## src/trade_pkg.sv

```systemverilog
// Order-side types shared by the risk gate.
// Covers the CPU client number, order and cancel amounts, the limit and
// running-sum width, and the operation code that the intake produces.
// Import it inside a module body. Port lists use trade_pkg:: names.

package trade_pkg;

  ////////////////////////////////////////////////////////////
  // widths
  ////////////////////////////////////////////////////////////
  localparam int CLIENT_ID_W = 5;   // up to 32 clients
  localparam int AMOUNT_W    = 16;
  localparam int LIMIT_W     = 32;  // running sum wraps at this width

  typedef logic [CLIENT_ID_W-1:0] client_id_t;
  typedef logic [AMOUNT_W-1:0]    amount_t;    // unsigned order or cancel size
  typedef logic [LIMIT_W-1:0]     limit_t;     // limit and accepted-order sum

  ////////////////////////////////////////////////////////////
  // intake operation
  ////////////////////////////////////////////////////////////
  typedef enum logic [1:0] {
    op_none    = 2'd0,  // idle cycle
    op_order   = 2'd1,  // judge an order
    op_set_max = 2'd2   // load a new trading limit
  } op_t;

endpackage
```

## src/ledger_pkg.sv

```systemverilog
// Types for the per-client cancel ledger and the exposure arithmetic.
// The exposure is evaluated in a signed width wide enough that the sum
// plus an amount minus a cancelled total never overflows.

package ledger_pkg;

  localparam int LEDGER_DEPTH_DEFAULT = 32;  // one entry per client number

  typedef logic [31:0]        cancel_total_t;  // accumulated cancels for one client
  typedef logic signed [33:0] exposure_t;      // sum + amount - cancelled

  // sum and cancelled are both 32-bit unsigned, so 34 signed bits hold
  // everything from -(2^32-1) up to (2^32-1) + (2^16-1)
  function automatic exposure_t order_exposure(
    input trade_pkg::limit_t  sum,
    input trade_pkg::amount_t amount,
    input cancel_total_t      cancelled
  );
    return exposure_t'(sum) + exposure_t'(amount) - exposure_t'(cancelled);
  endfunction

endpackage

```

## src/ledger_if.sv

```systemverilog
// Ledger traffic between order intake, cancel ledger and risk check.
// The intake side issues the read and the operation; the ledger answers
// with the read data and a registered copy of the operation (the _q
// signals) so that the risk check sees data and operation aligned.
`timescale 1ns/100ps

interface ledger_if #(
  parameter int CLIENT_COUNT = ledger_pkg::LEDGER_DEPTH_DEFAULT
) ();
  import trade_pkg::*;
  import ledger_pkg::*;

  logic          rd_en;          // read the entry for rd_index
  client_id_t    rd_index;
  logic          rd_hit;         // rd_index names an existing entry
  cancel_total_t rd_data;        // valid the cycle after rd_en

  op_t           op;             // intake stage
  amount_t       amount;
  limit_t        limit_value;

  op_t           op_q;           // one stage later, beside rd_data
  amount_t       amount_q;
  limit_t        limit_value_q;

  assign rd_hit = (int'(rd_index) < CLIENT_COUNT);  // higher ids read as zero

  modport intake (output rd_en, rd_index, op, amount, limit_value);
  modport ledger (input rd_en, rd_index, rd_hit, op, amount, limit_value,
                  output rd_data, op_q, amount_q, limit_value_q);
  modport check  (input op_q, amount_q, limit_value_q, rd_data);

endinterface

```

## src/risk_gate_top.sv

```systemverilog
// Top level of the pre-trade risk gate.
// CPU orders and limit loads pass intake -> cancel ledger -> risk check,
// with a fixed latency of three cycles to order_done. Exchange cancels go
// straight into the ledger. CLIENT_COUNT sets the number of ledger entries.
`timescale 1ns/100ps

module risk_gate_top #(
  parameter int CLIENT_COUNT = ledger_pkg::LEDGER_DEPTH_DEFAULT
) (
  input  logic                  clk,
  input  logic                  arst_n,

  // cpu side
  input  trade_pkg::client_id_t cpu_client_id,
  input  trade_pkg::amount_t    cpu_amount,
  input  logic                  cpu_go,
  input  logic                  cpu_new_max,
  input  trade_pkg::limit_t     cpu_max,

  // exchange side
  input  trade_pkg::client_id_t exchange_client_id,
  input  trade_pkg::amount_t    exchange_amount,
  input  logic                  exchange_go,

  // verdict and status
  output logic                  order_done,
  output logic                  order_accept,
  output trade_pkg::limit_t     accumulated_orders,
  output trade_pkg::limit_t     max_to_trade
);

  ledger_if #(
    .CLIENT_COUNT (CLIENT_COUNT)
  ) lq_i ();

  ////////////////////////////////////////////////////////////
  // stages
  ////////////////////////////////////////////////////////////
  order_intake order_intake_i (
    .clk           (clk),
    .arst_n        (arst_n),
    .cpu_client_id (cpu_client_id),
    .cpu_amount    (cpu_amount),
    .cpu_go        (cpu_go),
    .cpu_new_max   (cpu_new_max),
    .cpu_max       (cpu_max),
    .lq            (lq_i)
  );

  cancel_ledger #(
    .CLIENT_COUNT (CLIENT_COUNT)
  ) cancel_ledger_i (
    .clk                (clk),
    .arst_n             (arst_n),
    .exchange_go        (exchange_go),
    .exchange_client_id (exchange_client_id),
    .exchange_amount    (exchange_amount),
    .lq                 (lq_i)
  );

  risk_check risk_check_i (
    .clk                (clk),
    .arst_n             (arst_n),
    .lq                 (lq_i),
    .order_done         (order_done),
    .order_accept       (order_accept),
    .accumulated_orders (accumulated_orders),
    .max_to_trade       (max_to_trade)
  );

endmodule

```

## src/risk_check.sv

```systemverilog
// Risk check stage of the gate.
// Holds the trading limit and the running sum of accepted orders. An
// order passes when sum + amount - cancelled total is strictly below the
// limit, compared as signed values. Passing orders grow the sum, and every
// order gets a one-cycle done pulse with its verdict.
`timescale 1ns/100ps

module risk_check (
  input  logic              clk,
  input  logic              arst_n,
  ledger_if.check           lq,
  output logic              order_done,
  output logic              order_accept,
  output trade_pkg::limit_t accumulated_orders,
  output trade_pkg::limit_t max_to_trade
);
  import trade_pkg::*;
  import ledger_pkg::*;

  limit_t    limit_r;
  limit_t    sum_r;
  exposure_t exposure;
  logic      is_order;
  logic      is_set_max;
  logic      pass;
  logic      done_r;
  logic      accept_r;

  ////////////////////////////////////////////////////////////
  // verdict
  ////////////////////////////////////////////////////////////
  assign is_order   = (lq.op_q == op_order);
  assign is_set_max = (lq.op_q == op_set_max);

  // rd_data is this client's cancelled total, read one cycle earlier
  assign exposure = order_exposure(sum_r, lq.amount_q, lq.rd_data);
  assign pass     = (exposure < exposure_t'(limit_r));  // strict, signed

  ////////////////////////////////////////////////////////////
  // limit and running sum
  ////////////////////////////////////////////////////////////
  always_ff @(posedge clk or negedge arst_n)
  begin
    if (!arst_n)
      limit_r <= '0;  // nothing trades until a limit arrives
    else if (is_set_max)
      limit_r <= lq.limit_value_q;
  end

  always_ff @(posedge clk or negedge arst_n)
  begin
    if (!arst_n)
      sum_r <= '0;
    else if (is_order && pass)
      sum_r <= sum_r + limit_t'(lq.amount_q);  // wraps at 32 bits
  end

  ////////////////////////////////////////////////////////////
  // done and accept
  ////////////////////////////////////////////////////////////
  always_ff @(posedge clk or negedge arst_n)
  begin
    if (!arst_n)
    begin
      done_r   <= 1'b0;
      accept_r <= 1'b0;
    end
    else
    begin
      done_r   <= is_order;
      accept_r <= is_order && pass;  // low outside the done cycle
    end
  end

  assign order_done         = done_r;
  assign order_accept       = accept_r;
  assign accumulated_orders = sum_r;
  assign max_to_trade       = limit_r;

endmodule

```

## src/cancel_ledger.sv

```systemverilog
// Per-client cancel ledger of the risk gate.
// Each entry accumulates the amounts that the exchange reports as
// cancelled for one client. Reads are registered and see the entry as it
// was before a same-edge cancel. The operation from the intake is carried
// one stage so that it leaves together with the read data.
`timescale 1ns/100ps

module cancel_ledger #(
  parameter int CLIENT_COUNT = ledger_pkg::LEDGER_DEPTH_DEFAULT
) (
  input  logic                  clk,
  input  logic                  arst_n,
  input  logic                  exchange_go,
  input  trade_pkg::client_id_t exchange_client_id,
  input  trade_pkg::amount_t    exchange_amount,
  ledger_if.ledger              lq
);
  import trade_pkg::*;
  import ledger_pkg::*;

  cancel_total_t entries [CLIENT_COUNT];
  logic          cancel_hit;

  assign cancel_hit = exchange_go && (int'(exchange_client_id) < CLIENT_COUNT);

  ////////////////////////////////////////////////////////////
  // cancel accumulation
  ////////////////////////////////////////////////////////////
  always_ff @(posedge clk or negedge arst_n)
  begin
    if (!arst_n)
    begin
      for (int i = 0; i < CLIENT_COUNT; i++)
        entries[i] <= '0;
    end
    else if (cancel_hit)
    begin
      entries[exchange_client_id] <= entries[exchange_client_id]
                                     + cancel_total_t'(exchange_amount);
    end
  end

  ////////////////////////////////////////////////////////////
  // read port and operation forwarding
  ////////////////////////////////////////////////////////////
  always_ff @(posedge clk)
  begin
    if (lq.rd_en)
      lq.rd_data <= lq.rd_hit ? entries[lq.rd_index] : '0;  // old value on collision
  end

  always_ff @(posedge clk or negedge arst_n)
  begin
    if (!arst_n)
      lq.op_q <= op_none;
    else
      lq.op_q <= lq.op;
  end

  // payload alongside op_q
  always_ff @(posedge clk)
  begin
    lq.amount_q      <= lq.amount;
    lq.limit_value_q <= lq.limit_value;
  end

endmodule

```

## src/order_intake.sv

```systemverilog
// Order intake stage of the risk gate.
// Folds the cpu_go and cpu_new_max strobes into one operation, with the
// limit load winning when both are high, and registers it together with
// the client, amount and new limit. Orders also start a ledger read.
`timescale 1ns/100ps

module order_intake (
  input  logic                  clk,
  input  logic                  arst_n,
  input  trade_pkg::client_id_t cpu_client_id,
  input  trade_pkg::amount_t    cpu_amount,
  input  logic                  cpu_go,
  input  logic                  cpu_new_max,
  input  trade_pkg::limit_t     cpu_max,
  ledger_if.intake              lq
);
  import trade_pkg::*;

  op_t        op_next;
  op_t        op_r;
  logic       rd_en_r;
  client_id_t client_r;
  amount_t    amount_r;
  limit_t     limit_r;

  ////////////////////////////////////////////////////////////
  // strobe decode
  ////////////////////////////////////////////////////////////
  always_comb
  begin
    if (cpu_new_max)
      op_next = op_set_max;  // a simultaneous order is dropped
    else if (cpu_go)
      op_next = op_order;
    else
      op_next = op_none;
  end

  ////////////////////////////////////////////////////////////
  // operation register
  ////////////////////////////////////////////////////////////
  always_ff @(posedge clk or negedge arst_n)
  begin
    if (!arst_n)
    begin
      op_r    <= op_none;
      rd_en_r <= 1'b0;
    end
    else
    begin
      op_r    <= op_next;
      rd_en_r <= (op_next == op_order);  // only orders look at the ledger
    end
  end

  // payload follows the strobe that owns it
  always_ff @(posedge clk)
  begin
    if (op_next == op_order)
    begin
      client_r <= cpu_client_id;
      amount_r <= cpu_amount;
    end
    if (cpu_new_max)
      limit_r <= cpu_max;
  end

  assign lq.op          = op_r;
  assign lq.rd_en       = rd_en_r;
  assign lq.rd_index    = client_r;
  assign lq.amount      = amount_r;
  assign lq.limit_value = limit_r;

endmodule

```

## config.mk

```make
export PLATFORM = sky130hd
export DESIGN_NAME = risk_gate_top
export DESIGN_NICKNAME = d
export VERILOG_FILES = /design/src/trade_pkg.sv /design/src/ledger_pkg.sv /design/src/ledger_if.sv /design/src/risk_gate_top.sv /design/src/risk_check.sv /design/src/cancel_ledger.sv /design/src/order_intake.sv
export SDC_FILE = /design/constraint.sdc
export NUM_CORES = 2
export LEC_CHECK = 0
export BUFFER_PORTS_ARGS = -buffer_cell sky130_fd_sc_hd__buf_2
export CORE_UTILIZATION = 45
export CTS_CLUSTER_SIZE = 12
export DETAILED_ROUTE_END_ITERATION = 16
export PLACE_DENSITY = 0.64
export SLEW_MARGIN = 30
export SYNTH_ARGS = -nofsm -noshare
export SYNTH_HDL_FRONTEND = slang
export SYNTH_SLANG_ARGS = --single-unit
```

## constraint.sdc

```tcl
create_clock -name clk -period 6.45 [get_ports clk]
set_input_delay 1.29 -clock clk [delete_from_list [all_inputs] [get_ports clk]]
set_output_delay 1.29 -clock clk [all_outputs]
set_load 0.01 [all_outputs]
```

==> results.json <==
{
  "grt_util_all_layers": 0.2752,
  "critPathMaxStageDelay_ns": 0.39,
  "worst_pin_slew_ns": 1.024,
  "grt_first_pass_wirelength_um": 287800,
  "synthesis.yosys.warnings": 0,
  "critPathMaxFanout": 4,
  "cts_tree": "built",
  "synth_async_reset_ratio": 0.8916,
  "syn2layout_area_growth_pct": 14.45,
  "critical_path.slowest_cell": "sky130_fd_sc_hd__dfrtp_1",
  "final_layout_size_suffix_gt1_frac": 0.2608,
  "firstDrtPassIters": 5,
  "htreeDepth": 4,
  "pin_count_of_the_biggest_net_entering_global_routing": 180,
  "worst_slew_margin_rel": 0.3170,
  "status": "completed",
  "synth_enable_flop_cells": 85,
  "floorplan.rows": 136,
  "stdcell_count": 7246,
  "setup_repair_after_global_routing_missed_its_margin": "true",
  "synth-seq-area-share": 0.4958,
  "worstSetupPathType": "reg2reg",
  "cap_viol_max_count": 0,
  "antenna_found_initial": 12,
  "finClkSkew_ns": 0.04001,
  "timing.hold.worst.start": "order_intake_i.lq.limit_value[19]$_DFFE_PP_",
  "final_core_utilization": 0.5187,
  "clk_latency_ns": 0.78,
  "reg2reg_from": "risk_check_i.accumulated_orders[4]$_DFFE_PN0P_",
  "required_ns": 7.09,
  "clock.fmax_mhz": 156.4,
  "hold_viol": 0,
  "worst_ir_drop_vdd_mv": 0.4058,
  "routed-via-count": 44520,
  "initial_utilization": 0.4532,
  "synth-seq-cells": 1227,
  "post-route-drc-count": 0,
  "cts_max_path_buffers": 3,
  "endpoint_kind": "register",
  "fp.dieArea_um2": 140000,
  "gr-total-overflow": 0,
  "cpLargestDelayFamily": "compound AO/OA/AOI/OAI gates",
  "post_cts_hold_buffer_count": 0,
  "number_of_global_route_vias_before_repair": 44390,
  "cells_taking_the_most_area_after_synthesis": "sky130_fd_sc_hd__dfrtp_1 44%, sky130_fd_sc_hd__mux4_2 20%, sky130_fd_sc_hd__o21ai_0 7.6%",
  "clockRootBuffer": "sky130_fd_sc_hd__clkbuf_16",
  "placement.io_buffers": 144,
  "critPathBufInv": 4,
  "setup.worst_path.start_class": "register",
  "yosysUniqueCellTypes": 81,
  "post_synth_instance_area_um2": 62310,
  "placedCellCount": 6972,
  "dp.final_hpwl_um": 108400,
  "drt_iter0_markers": 4289,
  "cp.arrival_ns": 7.04,
  "die_w_um": 374.1,
  "finalCritPeriodShare": 0.9915,
  "detail_route.vias_per_cell": 6.144,
  "synthesis.nets": 5461,
  "yosys.area.top_type_share": 0.4394,
  "place.gp.congestion": 0.8471,
  "synth_ff_type": "sky130_fd_sc_hd__dfrtp_1",
  "critPathMostFrequentCell": "sky130_fd_sc_hd__buf_4",
  "report.final.slew_viol_count": 0,
  "wl_per_cell_um": 26.25,
  "ioPinCount": 145,
  "worstHoldPathType": "reg2reg",
  "power_density_nw_per_um2": 370.8,
  "path_clk_slew_ns": 0.06,
  "ant_nets": 0,
  "core_region_area_um2": 137500,
  "route.final.wire_length_um": 190200,
  "period_minus_slack_ns": 6.395,
  "total_clock_buffers_created_by_cts": 135,
  "finalSetupViolations": 0,
  "crit_path_start": "risk_check_i.accumulated_orders[4]$_DFFE_PN0P_",
  "cts_num_sinks": 1227,
  "synthCells": 5284,
  "die-height_um": 374.1,
  "power.leakage_nw": 30.34,
  "synth_area_leader": "sky130_fd_sc_hd__dfrtp_1",
  "number_of_nets_in_the_finished_design": 5522,
  "synthesis.area_per_instance_um2": 11.79
}
[cells in the mapped netlist, types with 15 or more instances]
| library cell | n |
|---|---|
| sky130_fd_sc_hd__xor2_1 | 29 |
| sky130_fd_sc_hd__mux4_2 | 561 |
| sky130_fd_sc_hd__clkbuf_1 | 352 |
| sky130_fd_sc_hd__mux4_1 | 15 |
| sky130_fd_sc_hd__o21ai_1 | 76 |
| sky130_fd_sc_hd__nand2_1 | 1113 |
| sky130_fd_sc_hd__edfxtp_1 | 85 |
| sky130_fd_sc_hd__xnor2_1 | 62 |
| sky130_fd_sc_hd__mux2_2 | 80 |
| sky130_fd_sc_hd__a22oi_1 | 121 |
| sky130_fd_sc_hd__and3_1 | 15 |
| sky130_fd_sc_hd__a21oi_1 | 60 |
| sky130_fd_sc_hd__dfxtp_1 | 48 |
| sky130_fd_sc_hd__o21ai_0 | 951 |
| sky130_fd_sc_hd__nor3_1 | 17 |
| sky130_fd_sc_hd__o21ai_2 | 32 |
| sky130_fd_sc_hd__buf_1 | 27 |
| sky130_fd_sc_hd__nand3_1 | 21 |
| sky130_fd_sc_hd__dfrtp_1 | 1094 |
| sky130_fd_sc_hd__buf_2 | 48 |
| sky130_fd_sc_hd__ha_1 | 95 |
| sky130_fd_sc_hd__a21o_1 | 26 |
| sky130_fd_sc_hd__nor2_1 | 44 |
| sky130_fd_sc_hd__o21a_1 | 16 |
| sky130_fd_sc_hd__inv_1 | 84 |
| sky130_fd_sc_hd__nand4_1 | 31 |
[layer usage]
| layer | up-vias | routed length, um | track usage |
|---|---|---|---|
| met4 | 10 | 6941 | 0.1043 |
| li1 | 19470 | - | - |
| met1 | 22750 | 77450 | 0.3748 |
| met3 | 419 | 16860 | 0.06270 |
| met5 | - | 72 | 0 |
| met2 | 1863 | 88880 | 0.4308 |
[cell usage in the layout, fill, tap and decap left out, types with 40 or more instances in the layout]
cell type                   netlist  final
sky130_fd_sc_hd__xnor2_1         62     50
sky130_fd_sc_hd__ha_1            95     87
sky130_fd_sc_hd__nand2_1       1113   1077
sky130_fd_sc_hd__buf_2           48    141
sky130_fd_sc_hd__a21oi_1         60     55
sky130_fd_sc_hd__nor2_1          44     43
sky130_fd_sc_hd__dfrtp_1       1094   1093
sky130_fd_sc_hd__edfxtp_1        85     85
sky130_fd_sc_hd__buf_12           8     40
sky130_fd_sc_hd__o21ai_1         76     80
sky130_fd_sc_hd__clkbuf_16        0    141
sky130_fd_sc_hd__mux4_2         561    561
sky130_fd_sc_hd__mux2_2          80     67
sky130_fd_sc_hd__inv_1           84     83
sky130_fd_sc_hd__a22oi_1        121    121
sky130_fd_sc_hd__o21ai_0        951    943
sky130_fd_sc_hd__dfxtp_1         48     48
sky130_fd_sc_hd__buf_4            9    194
[logic make-up after synthesis]
kind of cell | after synthesis | synth area share
compound gates | 1346 | 0.1205
simple gates | 1308 | 0.08673
flops | 1227 | 0.4958
mux | 656 | 0.2236
buf+inv | 551 | 0.03880
xor+xnor | 98 | 0.01462
fa+ha+maj | 98 | 0.02004
[where the power goes]
group	total (mW)	internal, mW	switching, mW
combinational	8.25	3.78	4.48
sequential	10.3	9.24	1.04
clock	7.91	4.66	3.24
total	26.4	17.7	8.76
[path summary, 6_finish.rpt]
path	endpoint	slack, ns	cells past startpoint
max reg2reg	risk_check_i.accumulated_orders[30]$_DFFE_PN0P_	0.05	30
min reg2reg	cancel_ledger_i.lq.limit_value_q[19]$_DFF_P_	0.34	0
min in group asynchronous	risk_check_i.max_to_trade[28]$_DFFE_PN0N_	0.54	1
max	risk_check_i.accumulated_orders[30]$_DFFE_PN0P_	0.05	30
min	cancel_ledger_i.lq.limit_value_q[19]$_DFF_P_	0.34	0
max in group asynchronous	cancel_ledger_i.entries[960]$_DFFE_PN0P_	4.39	3
[through the flow]
step           setup WS (ns)  setup TNS (ns)  total power, mW  instance area, um2  hold slack [ns]
5_1_grt              -0.2312          -4.856            27.81               71310           0.3343
2_1_floorplan        0.05893               0            15.38               62310           0.3233
6_report             0.05484               0            26.44               71310           0.3355
4_1_cts              0.01394               0            26.35               70920           0.3323
3_3_place_gp         -0.4624          -12.51            17.93               65750           0.3249
3_5_place_dp         -0.5003          -13.62            18.22               65900           0.3269
[final cells by class]
type | count | area, um2
inverters | 84 | 315.3
clock buffers | 208 | 4060
multi-input cells | 3506 | 30120
diodes | 3 | 7.507
fillers | 11850 | 66180
flip-flops and latches | 1227 | 30890
well taps | 1794 | 2245
clock inverters | 33 | 434.2
repair buffers | 391 | 3239
[state kept, by name, indices dropped and copies added (netlist names)]
signal / count
cancel_ledger_i.entries: 1024
cancel_ledger_i.lq.amount_q: 16
cancel_ledger_i.lq.limit_value_q: 32
cancel_ledger_i.lq.op_q: 2
cancel_ledger_i.lq.rd_data: 32
order_intake_i.lq.amount: 16
order_intake_i.lq.limit_value: 32
order_intake_i.lq.op: 2
order_intake_i.lq.rd_index: 5
risk_check_i.accumulated_orders: 32
risk_check_i.max_to_trade: 32
risk_check_i.order_accept: 1
risk_check_i.order_done: 1
[what timing repair did]
| item | 4_1_cts | 5_1_grt |
|---|---|---|
| gates resized for setup | 68 | 39 |
| gates cloned | 3 | 0 |
| setup buffers | 20 | 9 |
| pin swaps | 41 | 42 |
| setup endpoints to repair | 33 | 33 |
Note: power is estimated with default switching activity, not from simulation.
